==> config.mk <==
export PLATFORM = sky130hd
export DESIGN_NAME = mel_filter_bank
export DESIGN_NICKNAME = d
export VERILOG_FILES = /design/src/source/mel_pkg.sv /design/src/source/log_energy_lut.sv /design/src/source/mel_band_accum.sv /design/src/source/mel_band_store.sv /design/src/source/mel_filter_bank.sv /design/src/source/mel_weight_mult.sv /design/src/source/mel_weight_rom.sv
export SDC_FILE = /design/constraint.sdc
export NUM_CORES = 2
export LEC_CHECK = 0
export ABC_AREA = 1
export BUFFER_PORTS_ARGS = -buffer_cell sky130_fd_sc_hd__buf_4
export CAP_MARGIN = 10
export CELL_PAD_IN_SITES_DETAIL_PLACEMENT = 1
export CELL_PAD_IN_SITES_GLOBAL_PLACEMENT = 1
export CORE_ASPECT_RATIO = 2
export CORE_MARGIN = 4
export CORE_UTILIZATION = 40
export DETAILED_ROUTE_END_ITERATION = 12
export PLACE_DENSITY = 0.79
export SLEW_MARGIN = 25
export SYNTH_ARGS = -nofsm -noshare
export SYNTH_HDL_FRONTEND = slang
export SYNTH_SLANG_ARGS = --single-unit
==> constraint.sdc <==
create_clock -name clk -period 8.8 [get_ports clk]
set_input_delay 0.88 -clock clk [delete_from_list [all_inputs] [get_ports clk]]
set_output_delay 0.88 -clock clk [all_outputs]
set_load 0.02 [all_outputs]
==> src/source/mel_pkg.sv <==
package mel_pkg;

    ////////////////////
    // frame and band geometry
    localparam int NUM_BINS   = 32;             // spectrum bins per frame
    localparam int NUM_BANDS  = 6;              // mel bands per frame
    localparam int NUM_SEGS   = NUM_BANDS + 1;  // slope segments between the band peaks
    localparam int SEG_LEN [NUM_SEGS] = '{2, 3, 3, 4, 5, 7, 8};  // bins per segment, sum 32

    // fixed point, weights are Q1.15
    localparam int UNITY_WEIGHT = 32768;
    localparam int Q_SHIFT      = 15;

    ////////////////////
    // widths
    localparam int POWER_W    = 24;
    localparam int SUM_W      = 32;
    localparam int LOG_W      = 16;
    localparam int WEIGHT_W   = 17;                  // holds 1.0 exactly
    localparam int PROD_W     = POWER_W + WEIGHT_W;  // full multiplier result
    localparam int BIN_W      = $clog2(NUM_BINS);
    localparam int SEG_W      = $clog2(NUM_SEGS);
    localparam int POS_W      = 4;                   // position 1..8 within a segment
    localparam int LEAD_W     = $clog2(SUM_W);       // leading one index
    localparam int LOG_FRAC_W = 8;                   // mantissa bits below the leading one
    localparam int BAND_CNT_W = $clog2(NUM_BANDS);

    typedef logic [WEIGHT_W-1:0] weight_t;
    typedef weight_t weight_tab_t [NUM_BINS];

    // weight of position k (1..len) on a slope, rounded to nearest
    function automatic weight_t seg_weight(input int k, input int len);
        return weight_t'((UNITY_WEIGHT * k + len / 2) / len);
    endfunction

    // walks the segment table once, one entry per bin
    function automatic weight_tab_t build_weight_tab();
        weight_tab_t tab;
        int          idx;
        idx = 0;
        for (int s = 0; s < NUM_SEGS; s++) begin
            for (int k = 1; k <= SEG_LEN[s]; k++) begin
                tab[idx] = seg_weight(k, SEG_LEN[s]);
                idx++;
            end
        end
        return tab;
    endfunction

    localparam weight_tab_t WEIGHT_TAB = build_weight_tab();

    ////////////////////
    // stage payloads
    typedef struct packed {
        logic [POWER_W-1:0] power;
        weight_t            weight;
        logic               edge_flag;   // last bin of a segment, peak of a band
        logic               first_flag;  // bin 0 of a frame
    } weighted_bin_t;

    typedef struct packed {
        logic [POWER_W-1:0] scaled;      // power * weight >> 15
        logic [POWER_W-1:0] power;
        logic               edge_flag;
        logic               first_flag;
    } product_t;

    typedef struct packed {
        logic [SUM_W-1:0] sum;
        logic             first_flag;    // empty sum of the first edge, dropped later
    } band_sum_t;

    typedef logic [LOG_W-1:0] log_band_t;
    typedef log_band_t [NUM_BANDS-1:0] band_vec_t;

endpackage

==> src/source/log_energy_lut.sv <==
module log_energy_lut (
    input  logic                      clk,
    input  logic                      reset,
    input  logic                      band_valid,
    input  mel_pkg::band_sum_t        band,
    output logic                      log_valid,
    output logic                      log_first,
    output mel_pkg::log_band_t        log_energy
);
    import mel_pkg::*;

    logic [LEAD_W-1:0]     lead;     // index of the leading one
    logic [SUM_W-1:0]      shifted;  // leading one moved to the msb
    logic [LOG_FRAC_W-1:0] frac;
    log_band_t             log_d;

    always_comb begin
        lead = '0;
        for (int i = 0; i < SUM_W; i++) begin
            if (band.sum[i])
                lead = LEAD_W'(i);  // highest set bit wins
        end
        shifted = band.sum << (LEAD_W'(SUM_W - 1) - lead);
        frac    = shifted[SUM_W-2 -: LOG_FRAC_W];  // bits under the leading one, zero filled
        if (band.sum == '0)
            log_d = '0;
        else
            log_d = {{(LOG_W - LEAD_W - LOG_FRAC_W){1'b0}}, lead, frac};  // lead*256 + frac
    end

    ////////////////////
    // output register
    always_ff @(posedge clk or posedge reset) begin
        if (reset) begin
            log_valid <= 1'b0;
            log_first <= 1'b0;
        end else begin
            log_valid <= band_valid;
            if (band_valid)
                log_first <= band.first_flag;
        end
    end

    always_ff @(posedge clk) begin
        if (band_valid)
            log_energy <= log_d;
    end

endmodule

==> src/source/mel_band_accum.sv <==
module mel_band_accum (
    input  logic               clk,
    input  logic               reset,
    input  logic               prod_valid,
    input  mel_pkg::product_t  prod,
    output logic               band_valid,
    output mel_pkg::band_sum_t band
);
    import mel_pkg::*;

    logic [SUM_W-1:0] rise_q, fall_q;        // open rising and falling sums
    logic [SUM_W-1:0] rise_base, fall_base;  // sums after a frame start clear
    logic [SUM_W-1:0] rise_d, fall_d;
    logic [SUM_W-1:0] scaled_ext;
    logic [SUM_W-1:0] fall_add;              // power * (1 - w)
    logic             first_pend;            // waiting for the first edge of the frame

    always_comb begin
        rise_base  = prod.first_flag ? '0 : rise_q;  // no carry across frames
        fall_base  = prod.first_flag ? '0 : fall_q;
        scaled_ext = SUM_W'(prod.scaled);
        fall_add   = SUM_W'(prod.power) - scaled_ext;
        rise_d     = rise_q;
        fall_d     = fall_q;
        if (prod_valid) begin
            if (prod.edge_flag) begin
                rise_d = '0;                       // peak closes the rising side
                fall_d = rise_base + scaled_ext;   // and opens its falling side
            end else begin
                rise_d = rise_base + scaled_ext;
                fall_d = fall_base + fall_add;
            end
        end
    end

    ////////////////////
    // state
    always_ff @(posedge clk or posedge reset) begin
        if (reset) begin
            rise_q     <= '0;
            fall_q     <= '0;
            first_pend <= 1'b0;
            band_valid <= 1'b0;
        end else begin
            rise_q     <= rise_d;
            fall_q     <= fall_d;
            band_valid <= prod_valid & prod.edge_flag;  // one band per edge
            if (prod_valid && prod.edge_flag)
                first_pend <= 1'b0;
            else if (prod_valid && prod.first_flag)
                first_pend <= 1'b1;
        end
    end

    // finished band is the falling sum before the edge, edge adds 0 to it
    always_ff @(posedge clk) begin
        if (prod_valid && prod.edge_flag) begin
            band.sum        <= fall_base;
            band.first_flag <= first_pend | prod.first_flag;
        end
    end

    // weight never above 1.0 upstream, so power - product stays positive
    a_fall_nonneg: assert property (@(posedge clk) disable iff (reset)
        prod_valid |-> prod.scaled <= prod.power);

endmodule

==> src/source/mel_band_store.sv <==
module mel_band_store (
    input  logic               clk,
    input  logic               reset,
    input  logic               log_valid,
    input  logic               log_first,
    input  mel_pkg::log_band_t log_energy,
    output logic               frame_valid,
    output mel_pkg::band_vec_t frame_bands
);
    import mel_pkg::*;

    band_vec_t             work;      // bands of the frame being built
    band_vec_t             work_nxt;
    logic [BAND_CNT_W-1:0] band_cnt;  // bands collected so far
    logic                  take;

    assign take     = log_valid & ~log_first;  // first edge of a frame is empty
    assign work_nxt = {log_energy, work[NUM_BANDS-1:1]};  // newest enters the top slot

    ////////////////////
    // collect and publish
    always_ff @(posedge clk or posedge reset) begin
        if (reset) begin
            work        <= '0;
            band_cnt    <= '0;
            frame_valid <= 1'b0;
            frame_bands <= '0;
        end else begin
            frame_valid <= 1'b0;
            if (log_valid && log_first) begin
                band_cnt <= '0;  // realign on every frame start
            end else if (take) begin
                work <= work_nxt;
                if (band_cnt == BAND_CNT_W'(NUM_BANDS - 1)) begin
                    band_cnt    <= '0;
                    frame_bands <= work_nxt;  // band 0 ends in slot 0
                    frame_valid <= 1'b1;
                end else begin
                    band_cnt <= band_cnt + 1'b1;
                end
            end
        end
    end

    // a frame start only follows a complete set of six bands
    a_frame_align: assert property (@(posedge clk) disable iff (reset)
        log_valid && log_first |-> band_cnt == '0);

endmodule

==> src/source/mel_filter_bank.sv <==
module mel_filter_bank (
    input  logic                        clk,
    input  logic                        reset,
    input  logic                        sample_valid,
    input  logic [mel_pkg::POWER_W-1:0] sample_power,
    output logic                        frame_valid,
    output mel_pkg::band_vec_t          frame_bands
);
    import mel_pkg::*;

    ////////////////////
    // stage links
    logic          bin_valid;   // comb, same cycle as sample_valid
    weighted_bin_t bin;
    logic          prod_valid;  // +2
    product_t      prod;
    logic          band_valid;  // +3, edge bins only
    band_sum_t     band;
    logic          log_valid;   // +4
    logic          log_first;
    log_band_t     log_energy;

    mel_weight_rom weight_rom_inst (
        .clk          (clk),
        .reset        (reset),
        .sample_valid (sample_valid),
        .sample_power (sample_power),
        .bin_valid    (bin_valid),
        .bin          (bin)
    );

    mel_weight_mult weight_mult_inst (
        .clk        (clk),
        .reset      (reset),
        .bin_valid  (bin_valid),
        .bin        (bin),
        .prod_valid (prod_valid),
        .prod       (prod)
    );

    mel_band_accum band_accum_inst (
        .clk        (clk),
        .reset      (reset),
        .prod_valid (prod_valid),
        .prod       (prod),
        .band_valid (band_valid),
        .band       (band)
    );

    log_energy_lut log_lut_inst (
        .clk        (clk),
        .reset      (reset),
        .band_valid (band_valid),
        .band       (band),
        .log_valid  (log_valid),
        .log_first  (log_first),
        .log_energy (log_energy)
    );

    // +5, frame out
    mel_band_store band_store_inst (
        .clk         (clk),
        .reset       (reset),
        .log_valid   (log_valid),
        .log_first   (log_first),
        .log_energy  (log_energy),
        .frame_valid (frame_valid),
        .frame_bands (frame_bands)
    );

endmodule

==> src/source/mel_weight_mult.sv <==
module mel_weight_mult (
    input  logic                   clk,
    input  logic                   reset,
    input  logic                   bin_valid,
    input  mel_pkg::weighted_bin_t bin,
    output logic                   prod_valid,
    output mel_pkg::product_t      prod
);
    import mel_pkg::*;

    weighted_bin_t     op_q;       // stage 1 operands
    logic              op_valid;
    logic [PROD_W-1:0] full_prod;  // 24x17 unsigned

    assign full_prod = op_q.power * op_q.weight;

    ////////////////////
    // valid pipe
    always_ff @(posedge clk or posedge reset) begin
        if (reset) begin
            op_valid   <= 1'b0;
            prod_valid <= 1'b0;
        end else begin
            op_valid   <= bin_valid;
            prod_valid <= op_valid;
        end
    end

    // data pipe, flags ride along with the operands
    always_ff @(posedge clk) begin
        op_q <= bin;                                  // stage 1, register inputs
        prod.scaled     <= full_prod[Q_SHIFT +: POWER_W];  // stage 2, drop 15 fraction bits
        prod.power      <= op_q.power;
        prod.edge_flag  <= op_q.edge_flag;
        prod.first_flag <= op_q.first_flag;
    end

endmodule

==> src/source/mel_weight_rom.sv <==
module mel_weight_rom (
    input  logic                        clk,
    input  logic                        reset,
    input  logic                        sample_valid,
    input  logic [mel_pkg::POWER_W-1:0] sample_power,
    output logic                        bin_valid,
    output mel_pkg::weighted_bin_t      bin
);
    import mel_pkg::*;

    logic [BIN_W-1:0] bin_cnt;  // bin index within the frame
    logic [SEG_W-1:0] seg_cnt;  // current slope segment
    logic [POS_W-1:0] pos_cnt;  // 1-based position in the segment
    logic             at_edge;

    assign at_edge = (pos_cnt == POS_W'(SEG_LEN[seg_cnt]));

    ////////////////////
    // counters advance once per strobe
    always_ff @(posedge clk or posedge reset) begin
        if (reset) begin
            bin_cnt <= '0;
            seg_cnt <= '0;
            pos_cnt <= POS_W'(1);
        end else if (sample_valid) begin
            if (bin_cnt == BIN_W'(NUM_BINS - 1)) begin  // frame wrap
                bin_cnt <= '0;
                seg_cnt <= '0;
                pos_cnt <= POS_W'(1);
            end else begin
                bin_cnt <= bin_cnt + 1'b1;
                if (at_edge) begin
                    seg_cnt <= seg_cnt + 1'b1;  // next slope
                    pos_cnt <= POS_W'(1);
                end else begin
                    pos_cnt <= pos_cnt + 1'b1;
                end
            end
        end
    end

    // tag the sample as it passes, no register here
    always_comb begin
        bin_valid      = sample_valid;
        bin.power      = sample_power;
        bin.weight     = WEIGHT_TAB[bin_cnt];
        bin.edge_flag  = at_edge;
        bin.first_flag = (bin_cnt == '0);
    end

    // table and segment counters must agree on where the peaks are
    a_edge_unity: assert property (@(posedge clk) disable iff (reset)
        bin_valid && bin.edge_flag |-> bin.weight == WEIGHT_W'(UNITY_WEIGHT));

endmodule

== Word-level counts from Yosys, hierarchy flattened ==
Memory sizes are Yosys's and may differ from the RTL's. A register that Yosys moved wholly into a read port is not among the register bits.
Index checks and enable logic that the tools add are counted.
Operators by class
  $add $sub $neg: 8
  multiply operators: 1
  divide/modulo/power cells: 0
  magnitude comparators: 1
  equality and inequality tests: 3
  shifts and indexed selects: 1
  multiplexer cells: 50
  bitwise operators: 7
  reduce and logical (&&, ||, !) cells: 11
Operator list (count)
  $mux 32: 4
  $mux 5: 17
  $mux 4: 12
  $mul 24x17->39: 1
  $add 32x24->32: 1
  $add 32x32->32: 1
  $logic_not 32->1: 1
  $shl 32x5->31: 1
  $mux 3: 9
  $sub 24x24->25: 1
  $add 3x1->3 const B: 2
  $mux 1: 6
  $not 5->6: 1
  $reduce_bool 2->1: 3
  $add 5x1->5 const B: 1
  $eq 5x5->1 const B: 1
  $logic_not 5->1: 1
  $sub 5x5->5 const A: 1
  $add 4x1->4 const B: 1
  $eq 4x4->1: 1
  $ge 4x4->1 const B: 1
  $mux 2: 2
  $not 3->4: 1
  $reduce_and 2->1: 2
  6 further kinds: 10
Storage, ports and cells
  flip-flop bits (word level): 387
  bits in latches: 0
  memory bits (writable): 0
  ROM bits: 800
  bits of input ports: 27
  logic and storage cells: 119
  memories kept: 2
Memories
  (no name shown): depth 32, bits a word 17, rd ports 1, clocked after memory_dff 1, write ports 0, line mel_weight_rom.sv:46  | bin.weight = WEIGHT_TAB[bin_cnt];
  (no name shown): depth 8, bits a word 32, rd ports 1, clocked after memory_dff 0, write ports 0, line mel_weight_rom.sv:16  | assign at_edge = (pos_cnt == POS_W'(SEG_LEN[seg_cnt]));

== Longest topological paths before layout ==
  depth after elaboration: 33
  gate-level depth with buffers: 39
  depth with buffers taken out: 39

== By module ==
A second synthesis with hierarchy kept.
Unflattened totals
  cells, all modules: 4801
  area total of the unflattened synthesis: 35450.2 um2
Modules (own cells, without submodules)
  mel_weight_mult: instances 1, cells each 1924, area an instance 15361.0 um2
  mel_band_accum: instances 1, cells each 1541, area an instance 9834.4 um2
  mel_band_store: instances 1, cells each 735, area an instance 6726.5 um2
  log_energy_lut: instances 1, cells each 401, area an instance 2170.8 um2
  mel_weight_rom: instances 1, cells each 200, area an instance 1357.6 um2

== Least setup slack after synthesis ==
No wires, ideal clock.
  path kind: flip-flop to flip-flop
  start: register weight_mult_inst.op_q[29] in the netlist's numbering
  end: register, netlist name weight_mult_inst.prod[43]
  setup time: 0.072 ns
  arrival time: 6.204 ns
  setup slack: 2.523 ns
  stages on the path, launching flop included: 27
  buffers on the path: 2
  path through: dfxtp_1 > clkbuf_1 > clkbuf_1 > nand2_1 > fa_1 > inv_1 > fa_1 > inv_1 > fa_1 > fa_1 > inv_1 > fa_1 > fa_1 > ha_1 > a21oi_1 > o221ai_1 > a21o_1 > a21oi_2 > inv_1 > a31oi_1 > o21ai_1 > a21oi_1 > o21ai_1 > a21oi_1 > inv_1 > a21oi_1 > xnor2_1
On the way
  longest elaborated chain between the ends: 1
Ends and longest elaborated chain
  start, declared: line mel_weight_mult.sv:11  | weighted_bin_t op_q;
  start signal, assigned: line mel_weight_mult.sv:31  | op_q <= bin;
  $mul 24x17->39: line mel_weight_mult.sv:15  | assign full_prod = op_q.power * op_q.weight;
  named net weight_mult_inst.full_prod[32]: line mel_weight_mult.sv:13  | logic [PROD_W-1:0] full_prod;
The timed path passes the listed nets, and every way through them passes these cells.
A chain may end at the register's enable or synchronous reset.

== Worst setup path after layout ==
  start: register weight_mult_inst.op_q[31] in the netlist's numbering
  end: register, netlist name weight_mult_inst.prod[49]
On the way
  longest elaborated chain between the ends: 1
Ends and longest elaborated chain (line)
  $mul 24x17->39: mel_weight_mult.sv:15
  named net weight_mult_inst.full_prod[38]: mel_weight_mult.sv:13
The timed path passes the listed nets, and every way through them passes these cells.

==> flow_summary.ini <==
[yosys]
ys_types = 58
synthSimpleGateAreaFrac_pct = 16.9
netlist_area_sq_um = 30300
synth_xor_area_share_pct = 2.95
yosys.area_share.adder_pct = 29.2
synth.avg_cell_area_sq_um = 8.42
ys_seq_elements = 367
ys.flop_type = dfrtp_1
synthCells = 3601
ys_seq_area_share_pct = 29.5
synth_top_family_by_area = adder cells
yosysWarnings = 0
synth-compound-area-share_pct = 6.89
async_reset_ff_share_pct = 62.4
synth_edf_count = 46
synthMuxAreaShare_pct = 2.60

[critical_path]
cp-start-kind = flip-flop
slowest_delay_ns = 0.81
worstPathArrival_ns = 7.80
crit_fanout = 17
criticalPathCategory = reg -> reg
critPathCaptureType = flip-flop
cp_slowest_cell = dfxtp_1
crit_required_ns = 9.28
r2r_slack_ns = 1.47

[clock_tree]
cts_buffer_depth = 3
postCtsResizedCells = 0
cts_tree = done
cts_setup_buffers = 0
numCtsBuffers = 39
clk_latency_ns = 0.61
cts.sinks = 367
clock-root-buffer = clkbuf_16
h-tree-depth = 2
clk_pin_slew_worst_paths_ns = 0.07
cts_hold_buffers = 0

[routing]
totalWireLength_microns = 90500
vias = 24100
drtIter0Drc = 788
remaining_drc_errors = 0
ant_nets = 0
viasPerCell = 5.14
dr.pass1.iters = 5
wl_per_cell_microns = 19.3

[layout]
design_area_sq_um = 33500
fillers = 9013
diodes = 0
drive_gt1_share_pct = 9.86
area_growth_syn_to_layout_pct = 10.4
fin_nets = 4199

[floorplanning]
die_h_microns = 397
die_area_sq_um = 80500
rows = 142
die_width_microns = 203
initial_utilization_pct = 40.4
core_area_sq_um = 75000
ios = 124

[global_route]
grt-ovfl-total = 0
grt_max_degree = 91
grt_pass1_wl_microns = 142000
grtUsageTotal_pct = 22.4
grt_pass1_vias = 27600
grt_antenna_before_repair = 1

[placed_design]
pre_cts_ws_ns = 1.52
port_buffers = 105
place_area_sq_um = 32100
post-dp-hpwl_microns = 73200
place_congestion = 0.923

[timing]
setup_violations = 0
period_minus_slack_ns = 7.33
fmax_ghz = 0.137
final.setup.tns_ns = 0
final_max_slew_viol_count = 0
worstMarginPinSlew_ns = 0.977
layout_setup_ws_ns = 1.47
finalHoldViolations = 0
rsz0062_at_grt = no
skew_ns = 0.0535
relSlewSlack_pct = 34.8
fin_crit_sh_pct = 83.2

[job]
cap_violations = 0

[outcome]
status = finished, final reports clean

[hold_path]
hold_path_class = reg -> reg
## final timing paths
check,start,end,cells past startpoint
hold reg to reg,weight_mult_inst.op_q[0],weight_mult_inst.prod[0],0
hold / removal,weight_mult_inst.op_q[0],weight_mult_inst.prod[0],0
max in group asynchronous,reset,band_store_inst.work[87],4
setup reg to reg,weight_mult_inst.op_q[31],weight_mult_inst.prod[49],25
setup / recovery,weight_mult_inst.op_q[31],weight_mult_inst.prod[49],25
min in group asynchronous,reset,band_accum_inst.rise_q[22],2
## logic make-up (layout without fill, tap and decap cells)
logic type / count (synthesis) / count (layout)
AOI/OAI and AO/OA: 344 / 344
other: 1 / 18
adders and majority gates: 522 / 522
muxes: 70 / 70
DFF: 367 / 367
xor gates and xnor gates: 102 / 102
and+or+nand+nor: 1263 / 1263
buffers and inverters: 932 / 994
## worst max-delay path, delay by kind of cell, from the launching register on
family,cells,cell delay [ns]
AO/OA/AOI/OAI,8,2.01
flip-flops,1,0.81
adder cells (fa/ha/maj),7,3.43
AND/OR/NAND/NOR,3,0.38
XOR/XNOR,1,0.16
buffers and inverters,6,0.40
## Yosys cell counts (2+ instances only)
cell | count | area share [%]
o21bai_2 | 2 | 0.074
a21boi_2 | 9 | 0.33
dfrtp_1 | 228 | 19
a221oi_1 | 3 | 0.087
o211ai_1 | 7 | 0.17
buf_6 | 4 | 0.15
mux2_2 | 70 | 2.6
inv_1 | 760 | 9.4
o221ai_1 | 19 | 0.55
a21o_1 | 3 | 0.074
buf_2 | 7 | 0.12
or2_2 | 8 | 0.17
nand4_1 | 10 | 0.21
nor3_1 | 11 | 0.18
a21oi_1 | 138 | 2.3
nand3_2 | 2 | 0.066
o31ai_1 | 4 | 0.099
dfxtp_1 | 92 | 6.1
nor2_2 | 2 | 0.041
buf_1 | 13 | 0.16
ha_1 | 215 | 8.9
edfxtp_1 | 46 | 4.6
clkbuf_1 | 122 | 1.5
nor2_1 | 161 | 2.0
o21ai_2 | 10 | 0.29
nand2_1 | 858 | 11
nand2_2 | 16 | 0.33
inv_2 | 7 | 0.087
o21bai_1 | 5 | 0.12
xnor2_1 | 42 | 1.2
a31oi_1 | 14 | 0.29
a21oi_2 | 4 | 0.12
buf_4 | 19 | 0.47
o311ai_0 | 3 | 0.087
o21ai_0 | 72 | 1.2
xor2_1 | 60 | 1.7
fa_1 | 307 | 20
o21ai_1 | 10 | 0.17
nand3_1 | 189 | 3.1
o22ai_1 | 31 | 0.64
## state kept, by name (all words and copies together) (netlist names), 3 cells and up
name                         cells
band_accum_inst.band            33
band_accum_inst.fall_q          32
band_accum_inst.rise_q          32
band_store_inst.band_cnt         3
band_store_inst.frame_bands     78
band_store_inst.work            65
log_lut_inst.log_energy         13
weight_mult_inst.op_q           42
weight_mult_inst.prod           50
weight_rom_inst.bin_cnt          5
weight_rom_inst.pos_cnt          4
weight_rom_inst.seg_cnt          3
## cell type report
cell class	instances	area (sq um)	area share, %
Clock inverter	16	160	0.479
Inverter	767	2890	8.63
Sequential cell	367	8960	26.8
Multi-Input combinational cell	2319	17800	53.3
Tap cell	1008	1260	3.77
Clock buffer	55	1150	3.44
Timing Repair Buffer	156	1210	3.62
## per-layer routing
| layer | vias up | share of wire [%] | GRT usage (%) |
|---|---|---|---|
| li1 | 11100 | - | - |
| met1 | 12100 | 31 | 19.3 |
| met2 | 562 | 58 | 46.2 |
| met3 | 352 | 2.7 | 2.50 |
| met4 | 0 | 8.2 | 15.4 |
| met5 | - | 0 | 0 |
## placed cells by master (no fill, tap or decap), types with 14 or more instances in the layout
cell       count
a21oi_1      138
dfrtp_1      227
nand2_2       16
nand2_1      858
xor2_1        60
xnor2_1       42
dfxtp_1       91
edfxtp_1      46
o221ai_1      19
clkbuf_16     43
o22ai_1       31
fa_1         307
a31oi_1       14
o21ai_0       72
conb_1        18
nand3_1      189
buf_4        154
nor2_1       159
mux2_2        70
inv_1        758
ha_1         215
## per-stage QoR
step	hold WS (ns)	instances	utilization (%)
floorplan	0.310	3618	-
global placement	0.313	4615	42.8
detailed placement	0.316	4615	42.8
CTS	0.330	4686	44.5
global route	0.333	4688	44.6
finish	0.327	4688	44.6
Power is not shown: default switching activity piles up to over one toggle a cycle in this logic, so the estimate is an artifact.
